<file path="src/rtl/led_pkg.sv">
`default_nettype none

package led_pkg;

	// --------------------
	// Colour words
	// --------------------
	typedef logic [7:0]  color_t;		// One channel intensity
	typedef logic [23:0] grb_t;			// WS2812 wire order, MSB first

	// Pack one WS2812 word, green goes out first
	function automatic grb_t make_grb(
		input color_t red,
		input color_t green,
		input color_t blue
	);
		return {green, red, blue};
	endfunction

	// Button presets
	parameter grb_t BUTTON0_GRB = make_grb(8'd100, 8'd20, 8'd0);		// Warm red
	parameter grb_t BUTTON1_GRB = make_grb(8'd0, 8'd70, 8'd100);		// Cyan blue

	// --------------------
	// Serializer
	// --------------------
	typedef enum logic [1:0] {
		ST_IDLE,		// Waiting for a queued colour
		ST_HIGH,		// High part of a bit
		ST_LOW,			// Low part of a bit
		ST_LATCH		// Reset low period after the frame
	} ser_state_t;

	// Bit timing at clk14m, about 70 ns per cycle
	parameter int T0H_CYCLES = 5;		// About 350 ns
	parameter int T1H_CYCLES = 10;		// About 700 ns
	parameter int BIT_CYCLES = 18;		// About 1.26 us per bit

endpackage

`default_nettype wire
</file>
<file path="src/rtl/led_cartridge_top.sv">
`default_nettype none

module led_cartridge_top #(
	parameter int FIFO_DEPTH   = 4,		// Queued requests
	parameter int LATCH_CYCLES = 800		// WS2812 reset time in clk14m cycles
) (
	input  wire logic       clk14m,		// About 14.318 MHz
	input  wire logic       ff_reset_n,
	input  wire logic [1:0] button,		// KEY1, KEY2
	output logic            ws2812_led,
	output logic            sending
);

	logic          w_wr;
	led_pkg::grb_t w_wdata;
	logic          w_rd;
	led_pkg::grb_t w_rdata;
	logic          w_empty;
	logic          w_full;

	// --------------------
	// Buttons to requests
	// --------------------
	button_color_request u_request (
		.clk14m     (clk14m),
		.ff_reset_n (ff_reset_n),
		.button     (button),
		.full       (w_full),
		.wr         (w_wr),
		.wdata      (w_wdata)
	);

	// --------------------
	// Request queue
	// --------------------
	color_fifo #(
		.FIFO_DEPTH (FIFO_DEPTH)
	) u_fifo (
		.clk14m     (clk14m),
		.ff_reset_n (ff_reset_n),
		.wr         (w_wr),
		.wdata      (w_wdata),
		.rd         (w_rd),
		.rdata      (w_rdata),
		.empty      (w_empty),
		.full       (w_full)
	);

	// --------------------
	// LED line driver
	// --------------------
	ws2812_serializer #(
		.LATCH_CYCLES (LATCH_CYCLES)
	) u_serializer (
		.clk14m     (clk14m),
		.ff_reset_n (ff_reset_n),
		.empty      (w_empty),
		.rdata      (w_rdata),
		.rd         (w_rd),
		.sending    (sending),
		.ws2812_led (ws2812_led)
	);

endmodule

`default_nettype wire

</file>
<file path="src/rtl/ws2812_serializer.sv">
`default_nettype none

module ws2812_serializer #(
	parameter int LATCH_CYCLES = 800		// Reset low time, 800 is about 56 us
) (
	input  wire logic           clk14m,
	input  wire logic           ff_reset_n,
	input  wire logic           empty,		// Nothing queued
	input  wire led_pkg::grb_t  rdata,		// Oldest queued colour
	output logic                rd,			// Pop strobe
	output logic                sending,		// Frame or latch in progress
	output logic                ws2812_led		// LED data line
);

	// Counter must reach both the bit length and the latch length
	localparam int MAX_CYCLES = (LATCH_CYCLES > led_pkg::BIT_CYCLES) ?
	                            LATCH_CYCLES : led_pkg::BIT_CYCLES;
	localparam int CNT_W      = $clog2(MAX_CYCLES + 1);

	localparam logic [CNT_W-1:0] T0H_LAST   = CNT_W'(led_pkg::T0H_CYCLES - 1);
	localparam logic [CNT_W-1:0] T1H_LAST   = CNT_W'(led_pkg::T1H_CYCLES - 1);
	localparam logic [CNT_W-1:0] BIT_LAST   = CNT_W'(led_pkg::BIT_CYCLES - 1);
	localparam logic [CNT_W-1:0] LATCH_LAST = CNT_W'(LATCH_CYCLES - 1);

	led_pkg::ser_state_t ff_state;
	led_pkg::grb_t       ff_shift;		// Current bit at the MSB
	logic [4:0]          ff_bit_cnt;		// Bits already finished in this frame
	logic [CNT_W-1:0]    ff_cnt;		// Cycles within a bit or the latch
	logic [CNT_W-1:0]    w_high_last;
	logic                w_last_bit;

	// --------------------
	// Pop and status
	// --------------------
	// Pop in the idle cycle, the word loads on the same edge
	assign rd      = (ff_state == led_pkg::ST_IDLE) && !empty;
	assign sending = (ff_state != led_pkg::ST_IDLE);

	// High time picked by the bit being sent
	assign w_high_last = ff_shift[23] ? T1H_LAST : T0H_LAST;
	assign w_last_bit  = (ff_bit_cnt == 5'd23);

	// --------------------
	// Bit timing FSM
	// --------------------
	always_ff @(posedge clk14m or negedge ff_reset_n) begin
		if (!ff_reset_n) begin
			ff_state   <= led_pkg::ST_IDLE;
			ff_bit_cnt <= 5'd0;
			ff_cnt     <= '0;
			ws2812_led <= 1'b0;
		end else begin
			case (ff_state)
				led_pkg::ST_IDLE: begin
					if (rd) begin
						ff_state   <= led_pkg::ST_HIGH;
						ff_bit_cnt <= 5'd0;
						ff_cnt     <= '0;
						ws2812_led <= 1'b1;		// First bit starts right away
					end
				end

				led_pkg::ST_HIGH: begin
					ff_cnt <= ff_cnt + 1'b1;		// Keeps running across the bit
					if (ff_cnt == w_high_last) begin
						ff_state   <= led_pkg::ST_LOW;
						ws2812_led <= 1'b0;
					end
				end

				led_pkg::ST_LOW: begin
					if (ff_cnt == BIT_LAST) begin
						ff_cnt <= '0;
						if (w_last_bit) begin
							ff_state <= led_pkg::ST_LATCH;		// Line stays low
						end else begin
							ff_state   <= led_pkg::ST_HIGH;
							ff_bit_cnt <= ff_bit_cnt + 1'b1;
							ws2812_led <= 1'b1;
						end
					end else begin
						ff_cnt <= ff_cnt + 1'b1;
					end
				end

				led_pkg::ST_LATCH: begin
					if (ff_cnt == LATCH_LAST) begin
						ff_state <= led_pkg::ST_IDLE;		// LEDs have latched
						ff_cnt   <= '0;
					end else begin
						ff_cnt <= ff_cnt + 1'b1;
					end
				end

				default: begin
					ff_state   <= led_pkg::ST_IDLE;
					ws2812_led <= 1'b0;
				end
			endcase
		end
	end

	// --------------------
	// Shift register
	// --------------------
	always_ff @(posedge clk14m) begin
		if (rd) begin
			ff_shift <= rdata;
		end else if (ff_state == led_pkg::ST_LOW && ff_cnt == BIT_LAST) begin
			ff_shift <= {ff_shift[22:0], 1'b0};		// Next bit to the MSB
		end
	end

endmodule

`default_nettype wire

</file>
<file path="src/rtl/color_fifo.sv">
`default_nettype none

module color_fifo #(
	parameter int FIFO_DEPTH = 4		// Power of two, 2 to 16
) (
	input  wire logic           clk14m,
	input  wire logic           ff_reset_n,
	input  wire logic           wr,			// Push strobe
	input  wire led_pkg::grb_t  wdata,
	input  wire logic           rd,			// Pop strobe
	output led_pkg::grb_t       rdata,		// Oldest entry, always shown
	output logic                empty,
	output logic                full
);

	localparam int ADDR_W  = $clog2(FIFO_DEPTH);
	localparam int COUNT_W = ADDR_W + 1;		// Holds 0 to FIFO_DEPTH

	led_pkg::grb_t      mem [FIFO_DEPTH];
	logic [ADDR_W-1:0]  ff_wr_ptr;
	logic [ADDR_W-1:0]  ff_rd_ptr;
	logic [COUNT_W-1:0] ff_count;
	logic               w_push;
	logic               w_pop;

	// --------------------
	// Flags
	// --------------------
	assign empty = (ff_count == '0);
	assign full  = (ff_count == COUNT_W'(FIFO_DEPTH));

	// Strobes that meet a blocked side are ignored
	assign w_push = wr && !full;
	assign w_pop  = rd && !empty;

	// First word fall-through
	assign rdata = mem[ff_rd_ptr];

	// --------------------
	// Storage
	// --------------------
	always_ff @(posedge clk14m) begin
		if (w_push) begin
			mem[ff_wr_ptr] <= wdata;
		end
	end

	// Pointers wrap on their own at a power of two
	always_ff @(posedge clk14m or negedge ff_reset_n) begin
		if (!ff_reset_n) begin
			ff_wr_ptr <= '0;
			ff_rd_ptr <= '0;
		end else begin
			if (w_push) begin
				ff_wr_ptr <= ff_wr_ptr + 1'b1;
			end
			if (w_pop) begin
				ff_rd_ptr <= ff_rd_ptr + 1'b1;
			end
		end
	end

	// Entry count
	always_ff @(posedge clk14m or negedge ff_reset_n) begin
		if (!ff_reset_n) begin
			ff_count <= '0;
		end else begin
			case ({w_push, w_pop})
				2'b10:   ff_count <= ff_count + 1'b1;
				2'b01:   ff_count <= ff_count - 1'b1;
				default: ff_count <= ff_count;		// Both or neither
			endcase
		end
	end

endmodule

`default_nettype wire

</file>
<file path="src/rtl/button_color_request.sv">
`default_nettype none

module button_color_request (
	input  wire logic           clk14m,
	input  wire logic           ff_reset_n,
	input  wire logic [1:0]     button,		// Raw push buttons, active high
	input  wire logic           full,		// FIFO has no room
	output logic                wr,			// One-cycle write strobe
	output led_pkg::grb_t       wdata		// Preset colour, valid with wr
);

	logic [1:0] ff_sync0;		// First metastability stage
	logic [1:0] ff_sync1;		// Synchronized level
	logic [1:0] ff_prev;		// Level one cycle earlier
	logic [1:0] w_rise;
	logic       w_req;

	// --------------------
	// Synchronizer
	// --------------------
	always_ff @(posedge clk14m or negedge ff_reset_n) begin
		if (!ff_reset_n) begin
			ff_sync0 <= 2'b00;
			ff_sync1 <= 2'b00;
			ff_prev  <= 2'b00;
		end else begin
			ff_sync0 <= button;
			ff_sync1 <= ff_sync0;
			ff_prev  <= ff_sync1;
		end
	end

	// Press means a low-to-high step of the clean level
	assign w_rise = ff_sync1 & ~ff_prev;

	// No request at all into a full queue
	assign w_req = (w_rise != 2'b00) && !full;

	// --------------------
	// Request strobe
	// --------------------
	always_ff @(posedge clk14m or negedge ff_reset_n) begin
		if (!ff_reset_n) begin
			wr <= 1'b0;
		end else begin
			wr <= w_req;		// High for exactly one cycle per press
		end
	end

	// Colour payload, only meaningful while wr is high
	always_ff @(posedge clk14m) begin
		if (w_req) begin
			if (w_rise[0]) begin
				wdata <= led_pkg::BUTTON0_GRB;		// Button 0 wins a tie
			end else begin
				wdata <= led_pkg::BUTTON1_GRB;
			end
		end
	end

endmodule

`default_nettype wire

</file>
<file path="config.mk">
export PLATFORM = sky130hd
export DESIGN_NAME = led_cartridge_top
export DESIGN_NICKNAME = d
export VERILOG_FILES = /design/src/rtl/led_pkg.sv /design/src/rtl/led_cartridge_top.sv /design/src/rtl/ws2812_serializer.sv /design/src/rtl/color_fifo.sv /design/src/rtl/button_color_request.sv
export SDC_FILE = /design/constraint.sdc
export NUM_CORES = 1
export LEC_CHECK = 0
export BUFFER_PORTS_ARGS = -buffer_cell sky130_fd_sc_hd__buf_2
export CAP_MARGIN = 0
export CORE_MARGIN = 10
export CORE_UTILIZATION = 40
export CTS_CLUSTER_DIAMETER = 50
export CTS_CLUSTER_SIZE = 30
export DETAILED_ROUTE_END_ITERATION = 12
export PLACE_DENSITY = 0.57
export SETUP_SLACK_MARGIN = 0.15
export SLEW_MARGIN = 10
export SYNTH_ARGS = -nofsm -noshare
export SYNTH_HDL_FRONTEND = slang
export SYNTH_SLANG_ARGS = --single-unit
export TNS_END_PERCENT = 10
</file>
<file path="constraint.sdc">
create_clock -name clk14m -period 7.7 [get_ports clk14m]
set_input_delay 1.155 -clock clk14m [delete_from_list [all_inputs] [get_ports clk14m]]
set_output_delay 1.155 -clock clk14m [all_outputs]
set_load 0.02 [all_outputs]
</file>
==> results of run 1 <==
[final cells by class]
type,instances,area share (%)
well taps,99,3.87
multi-input cells,144,32.9
flip-flops and latches,64,55.1
inverters,16,1.88
clock inverters,4,0.705
clock buffers,12,4.54
repair buffers,6,1.02
[worst max-delay path by stage]
stage,end,slack [ns]
3_3_place_gp,u_fifo.ff_count[2]$_DFFE_PN0P_,4.93
4_1_cts,u_fifo.ff_count[2]$_DFFE_PN0P_,4.82
5_1_grt,u_fifo.ff_count[2]$_DFFE_PN0P_,4.58
3_5_place_dp,u_fifo.ff_count[2]$_DFFE_PN0P_,4.83
6_report,u_fifo.ff_count[2]$_DFFE_PN0P_,4.88
2_1_floorplan,u_serializer.ff_shift[10]$_DFFE_PP_,4.63
[stage by stage]
step / instance area (µm²) / hold WS (ns) / utilization (%) / power, mW / cells
after floorplan: 2920 / 0.331 / - / 0.754 / 232
after global placement: 3030 / 0.332 / 42.2 / 0.815 / 329
after detailed placement: 3030 / 0.337 / 42.2 / 0.821 / 329
after CTS: 3200 / 0.352 / 44.6 / 1.07 / 345
after global routing: 3200 / 0.362 / 44.6 / 1.13 / 345
final: 3200 / 0.350 / 44.6 / 1.05 / 345
[critical path, stage by stage, from the launching register on]
cell,delay (ns)
sky130_fd_sc_hd__dfrtp_1,0.45
sky130_fd_sc_hd__nor2_2,0.36
sky130_fd_sc_hd__nand2_1,0.56
sky130_fd_sc_hd__inv_1,0.33
sky130_fd_sc_hd__ha_1,0.22
sky130_fd_sc_hd__inv_1,0.06
sky130_fd_sc_hd__fa_1,0.37
sky130_fd_sc_hd__xor2_1,0.15
sky130_fd_sc_hd__nor2_1,0.11
sky130_fd_sc_hd__xor2_1,0.15
[power by group]
part	leakage, nW	switching [mW]	internal [mW]	total [mW]
registers	0.691	0.0723	0.460	0.533
logic	0.475	0.152	0.124	0.276
clock network	0.0861	0.122	0.124	0.247
total	1.25	0.346	0.708	1.05
[state kept, by name, summed over array words and instances, names as in the netlist, 3 cells and up]
name / count
u_fifo.mem: 8
u_fifo.ff_count: 3
u_serializer.ff_bit_cnt: 5
u_serializer.ff_shift: 22
u_serializer.ff_cnt: 10
[kinds of logic (layout without fill, tap and decap cells)]
| logic type | Yosys count | in the layout | synth area share [%] |
|---|---|---|---|
| and+or+nand+nor | 82 | 82 | 15.7 |
| xor gates and xnor gates | 10 | 10 | 3.00 |
| AOI/OAI and AO/OA | 39 | 39 | 10.9 |
| adders and majority gates | 9 | 9 | 4.12 |
| buffers and inverters | 24 | 38 | 3.73 |
| muxes | 4 | 4 | 2.23 |
| DFF | 64 | 64 | 60.4 |
[metal layers]
layer  routed length [µm]  vias up  GRT usage (%)
met5                    0        -              0
met1                 2390      849           11.8
met4                   83        0           4.41
met2                 2220       17           13.9
li1                     -      856              -
met3                  158        8           3.17
[cells in the final DEF (no fill, tap or decap), types with 2 or more instances in the layout]
master	instances
sky130_fd_sc_hd__clkbuf_1	2
sky130_fd_sc_hd__mux2i_1	2
sky130_fd_sc_hd__clkbuf_8	10
sky130_fd_sc_hd__o2bb2ai_1	3
sky130_fd_sc_hd__o21ai_0	3
sky130_fd_sc_hd__a21o_1	8
sky130_fd_sc_hd__and2_1	16
sky130_fd_sc_hd__dfrtp_1	32
sky130_fd_sc_hd__and3_1	2
sky130_fd_sc_hd__buf_2	5
sky130_fd_sc_hd__clkinv_2	3
sky130_fd_sc_hd__o21ai_1	6
sky130_fd_sc_hd__ha_1	8
sky130_fd_sc_hd__nand3_1	10
sky130_fd_sc_hd__nor3_1	6
sky130_fd_sc_hd__inv_1	16
sky130_fd_sc_hd__nand4b_1	2
sky130_fd_sc_hd__or4_1	2
sky130_fd_sc_hd__nand2_1	15
sky130_fd_sc_hd__nor2_1	9
sky130_fd_sc_hd__nand2b_1	5
sky130_fd_sc_hd__or3_1	4
sky130_fd_sc_hd__mux4_2	2
sky130_fd_sc_hd__o41ai_1	3
sky130_fd_sc_hd__nand4_1	5
sky130_fd_sc_hd__o31ai_1	2
sky130_fd_sc_hd__edfxtp_1	32
sky130_fd_sc_hd__xnor2_1	5
sky130_fd_sc_hd__xor2_1	5
sky130_fd_sc_hd__a21oi_1	2
==> flow_metrics.py, run 1 <==
metrics = {
    "clock_tree": {
        "post_cts_resize_count": 0,
        "insertion_delay_ns": 0.34,
        "cts_tree": "yes",
        "cts.clk_slew.worst_paths_ns": 0.07,
        "ctsHoldBuffers": 0,
        "ctsRootBufferMaster": "sky130_fd_sc_hd__clkbuf_8",
        "maximum_clock_path_buffer_count": 2,
        "clock_sink_count": 64,
        "post-cts-setup-buffers": 0,
        "cts_htree_levels": 3,
        "cts_made_buffers": 9,
    },
    "min_path": {
        "hold_start": "u_request.ff_sync0[1]$_DFF_PN0_",
        "min_delay_worst_endpoint": "u_request.ff_sync1[1]$_DFF_PN0_",
        "timing.hold.worst_path_depth": 0,
        "worstHoldPathType": "reg -> reg",
    },
    "final_layout": {
        "multi_input_area_um2": 1050,
        "areaGrowthSynthToFinish_pct": 9.56,
        "fillcell_total": 665,
        "antenna-diode-count": 0,
        "fin_nets": 254,
        "sequential_cell_area_um2": 1760,
        "layout-drive-gt1-share_pct": 11.4,
    },
    "die": {
        "die-width_um": 105,
        "die_footprint_um2": 11100,
        "vertical_die_dimension_um": 105,
        "rows": 31,
        "core_area_um2": 7180,
        "i_o_pin_count": 6,
        "initial_utilization_pct": 40.7,
    },
    "critical_path": {
        "depth_of_the_most_critical_reg_to_reg_path": 9,
        "worstReg2RegStart": "u_serializer.ff_state[1]$_DFFE_PN0P_",
        "path_max_fanout": 27,
        "critical_path.startpoint_type": "flop",
        "r2r_end": "u_fifo.ff_count[2]$_DFFE_PN0P_",
        "launch_point_of_the_worst_path": "u_serializer.ff_state[1]$_DFFE_PN0P_",
        "flop_to_flop_setup_slack_ns": 4.88,
        "worstPathRequired_ns": 7.96,
        "end_kind": "flop",
        "setup.worst_path.class": "reg -> reg",
        "critical_path_data_arrival_time_ns": 3.08,
    },
    "yosys": {
        "post-synth-top-area-cell": "sky130_fd_sc_hd__edfxtp_1",
        "post_synthesis_cells": 232,
        "seq_area_frac_synth_pct": 60.4,
        "ys_seq_elements": 64,
        "syn_area_um2": 2920,
        "synth_edf_count": 32,
        "netlist-cell-type-count": 47,
        "postSynthAreaPerCell_um2": 12.6,
        "ys.flop_type": "sky130_fd_sc_hd__edfxtp_1",
        "netlist_top_cells_area": "sky130_fd_sc_hd__edfxtp_1, sky130_fd_sc_hd__dfrtp_1, sky130_fd_sc_hd__and2_1",
        "ys_async_sr_fraction_pct": 50.0,
        "synth.cells.most_frequent": "sky130_fd_sc_hd__dfrtp_1, sky130_fd_sc_hd__edfxtp_1, sky130_fd_sc_hd__and2_1, sky130_fd_sc_hd__inv_1, sky130_fd_sc_hd__nand2_1",
        "synthesis.yosys.warnings": 0,
        "synthDominantCellAreaShare_pct": 32.9,
        "synth_fp_nets": 245,
    },
    "sta": {
        "setup_repair_after_global_routing_missed_its_margin": "false",
        "finalClockSkew_ns": 0.0136,
        "final_critical_path_setup_slack_ns": 4.88,
        "fin_crit_ns": 2.82,
        "timing.slew.headroom_pct": 28.9,
        "tns_ns": 0,
        "setup_viol_count_final": 0,
        "hold_viol": 0,
        "worstMarginPinSlew_ns": 1.07,
        "final_min_period_over_clock_period_pct": 36.6,
        "final-max-slew-violation-count": 0,
        "max_freq_ghz": 0.354,
    },
    "routing": {
        "detail_route.drc_violations": 0,
        "overall_via_count_from_detail_route": 1730,
        "postRouteWirelength_um": 4850,
        "drt-vias-per-instance": 5.01,
        "drt-wirelength-per-cell_um": 14.1,
        "first_iter_violations": 82,
        "drtPass1Iterations": 4,
        "postRouteAntennaNets": 0,
    },
    "power": {
        "powerDensity_nw_per_um2": 330,
        "total_leakage_power_nw": 1.25,
        "largest_vdd_supply_drop_mv": 0.199,
    },
    "placed_design": {
        "detailedPlace.worstSlack_ns": 4.83,
        "portBuffers": 5,
        "dpl_wire_length_um": 3230,
        "replace_congestion": 0.753,
    },
    "outcome": {
        "outcome": "completed",
    },
    "grt": {
        "first_global_vias": 1665,
        "grt.overflow.total": 0,
        "grt_antenna_before_repair": 0,
        "grt_util_all_layers_pct": 9.29,
        "grt_start_max_net_pins": 33,
        "first_pass_grt_wire_length_um": 8240,
    },
    "run": {
        "timing.max_cap.violations": 0,
    },
}
No activity file was read; power rests on OpenSTA's default activity.
==> run 2: changes to the inputs <==
PLACE_DENSITY = 0.59   (was 0.57)
clock period = 2.36 ns   (was 7.7 ns; I/O delays follow)
==> flow_metrics.py, run 2 (synthesis gave the netlist of run 1 again) <==
metrics = {
    "sta": {
        "fin_hold_ws_ns": 0.0575,
        "finalClockSkew_ns": 0.0146,
        "timing.slew.headroom_pct": 52.2,
        "hold_viol": 0,
        "final_critical_path_setup_slack_ns": 0.305,
        "max_freq_ghz": 0.487,
        "final_min_period_over_clock_period_pct": 87.1,
        "setup_repair_after_global_routing_missed_its_margin": "false",
        "tns_ns": 0,
        "setup_viol_count_final": 0,
        "fin_crit_ns": 2.05,
        "worstMarginPinSlew_ns": 0.717,
        "final-max-slew-violation-count": 0,
    },
    "final_layout": {
        "areaGrowthSynthToFinish_pct": 12.1,
        "max_flop_register": "u_serializer.ff_shift",
        "registers_with_the_most_flip_flops": "u_serializer.ff_shift x22, u_serializer.ff_cnt x10, u_fifo.mem x8",
        "layoutNonFillerInstCount": 349,
        "fin_nets": 258,
        "final_cell_mix": "sky130_fd_sc_hd__dfrtp_1, sky130_fd_sc_hd__edfxtp_1, sky130_fd_sc_hd__inv_1, sky130_fd_sc_hd__and2_1, sky130_fd_sc_hd__nand2_1",
        "antenna-diode-count": 0,
        "largest_reg_flops": 22,
        "layout-drive-gt1-share_pct": 14.0,
    },
    "critical_path": {
        "depth_of_the_most_critical_reg_to_reg_path": 5,
        "critical_path.startpoint_type": "flop",
        "path_max_fanout": 9,
        "setup.worst_path.class": "reg -> reg",
        "r2r_end": "u_serializer.ff_state[1]$_DFFE_PN0P_",
        "critical_path_data_arrival_time_ns": 2.30,
        "worstPathRequired_ns": 2.61,
        "flop_to_flop_setup_slack_ns": 0.31,
        "worstReg2RegStart": "u_serializer.ff_cnt[0]$_DFFE_PN0P_",
        "end_kind": "flop",
    },
    "die": {
        "die-width_um": 105,
        "vertical_die_dimension_um": 105,
        "die_footprint_um2": 11100,
        "initial_utilization_pct": 40.7,
        "rows": 31,
        "i_o_pin_count": 6,
        "core_area_um2": 7180,
    },
    "placed_design": {
        "dpl_wire_length_um": 3310,
        "replace_congestion": 0.775,
        "portBuffers": 5,
        "detailedPlace.worstSlack_ns": 0.334,
        "numPlacedInstances": 333,
    },
    "routing": {
        "postRouteAntennaNets": 0,
        "drtPass1Iterations": 5,
        "drt-wirelength-per-cell_um": 14.6,
        "postRouteWirelength_um": 5080,
        "overall_via_count_from_detail_route": 1771,
        "detail_route.drc_violations": 0,
        "first_iter_violations": 79,
        "drt-vias-per-instance": 5.07,
    },
    "clock_tree": {
        "ctsHoldBuffers": 0,
        "cts_htree_levels": 3,
        "post-cts-setup-buffers": 0,
        "cts.clk_slew.worst_paths_ns": 0.09,
        "clock_sink_count": 64,
        "maximum_clock_path_buffer_count": 2,
        "insertion_delay_ns": 0.35,
        "cts_tree": "yes",
        "ctsRootBufferMaster": "sky130_fd_sc_hd__clkbuf_8",
        "cts_made_buffers": 9,
    },
    "grt": {
        "first_pass_grt_wire_length_um": 8740,
        "grt_antenna_before_repair": 0,
        "grt_util_all_layers_pct": 9.88,
        "grt.overflow.total": 0,
        "first_global_vias": 1735,
        "grt_start_max_net_pins": 33,
    },
    "power": {
        "total_power_mw": 3.65,
        "largest_vdd_supply_drop_mv": 0.411,
        "powerDensity_nw_per_um2": 1110,
        "total_leakage_power_nw": 1.29,
    },
    "outcome": {
        "outcome": "completed",
    },
    "min_path": {
        "worstHoldPathType": "in -> async",
    },
    "run": {
        "timing.max_cap.violations": 0,
    },
}
==> run 2: changes by cell type in the layout (fill, tap and decap cells not counted), moves of 2 or more <==
cell                        previous run  this run
sky130_fd_sc_hd__buf_4                 1         5
sky130_fd_sc_hd__clkbuf_1              2         0
sky130_fd_sc_hd__clkbuf_16             0         2
sky130_fd_sc_hd__clkinv_2              3         1
==> run 2: stage by stage <==
stage          util [%]  instance area [µm²]
2_1_floorplan         -                 2920
3_3_place_gp       42.6                 3060
3_5_place_dp       42.6                 3060
4_1_cts            45.5                 3270
5_1_grt            45.6                 3270
6_report           45.6                 3270
==> run 2: layout make-up <==
class | instances | area [µm²]
Tap cell | 99 | 124
Timing Repair Buffer | 10 | 62.6
Clock inverter | 5 | 35.0
Clock buffer | 11 | 174
Multi-Input combinational cell | 144 | 1050
Sequential cell | 64 | 1760
Inverter | 16 | 60.1
Fill cell | 660 | 3900
==> run 2: where the power goes <==
group,switching [mW],total (mW),internal (mW)
sequential,0.226,1.72,1.50
combinational,0.529,0.964,0.435
clock,0.450,0.959,0.509
total,1.20,3.65,2.44
==> run 2: how the worst max path moves through the flow <==
stage	to	depth (start not counted)	from
global route	u_fifo.ff_count[2]$_DFFE_PN0P_	9	u_fifo.ff_count[2]$_DFFE_PN0P_
detailed placement	u_serializer.ff_state[1]$_DFFE_PN0P_	5	u_serializer.ff_cnt[0]$_DFFE_PN0P_
floorplan	u_fifo.ff_count[2]$_DFFE_PN0P_	9	u_serializer.ff_state[1]$_DFFE_PN0P_
global placement	u_serializer.ff_state[1]$_DFFE_PN0P_	5	u_serializer.ff_cnt[0]$_DFFE_PN0P_
finish	u_serializer.ff_state[1]$_DFFE_PN0P_	5	u_serializer.ff_cnt[0]$_DFFE_PN0P_
CTS	u_serializer.ff_state[1]$_DFFE_PN0P_	5	u_serializer.ff_cnt[0]$_DFFE_PN0P_
==> run 2: layer usage <==
layer	vias to the layer above	GRT usage [%]	routed length (µm)
met5	-	0	0
met4	0	5.88	123
met3	11	2.62	131
met2	23	14.1	2360
met1	868	13.1	2460
li1	869	-	-
==> run 2: worst max-delay path, cell delays in order (launching register included) <==
cell and delay (ns):
sky130_fd_sc_hd__dfrtp_1 0.49, sky130_fd_sc_hd__ha_1 0.26, sky130_fd_sc_hd__and4bb_4 0.23, sky130_fd_sc_hd__a41o_1 0.30
sky130_fd_sc_hd__or2_1 0.42, sky130_fd_sc_hd__a221oi_4 0.27
==> run 2: what timing repair did <==
| item | CTS | global route |
|---|---|---|
| setup endpoints to repair | 0 | 2 |
| hold endpoints to repair | 0 | 0 |
| resized for setup | 0 | 1 |
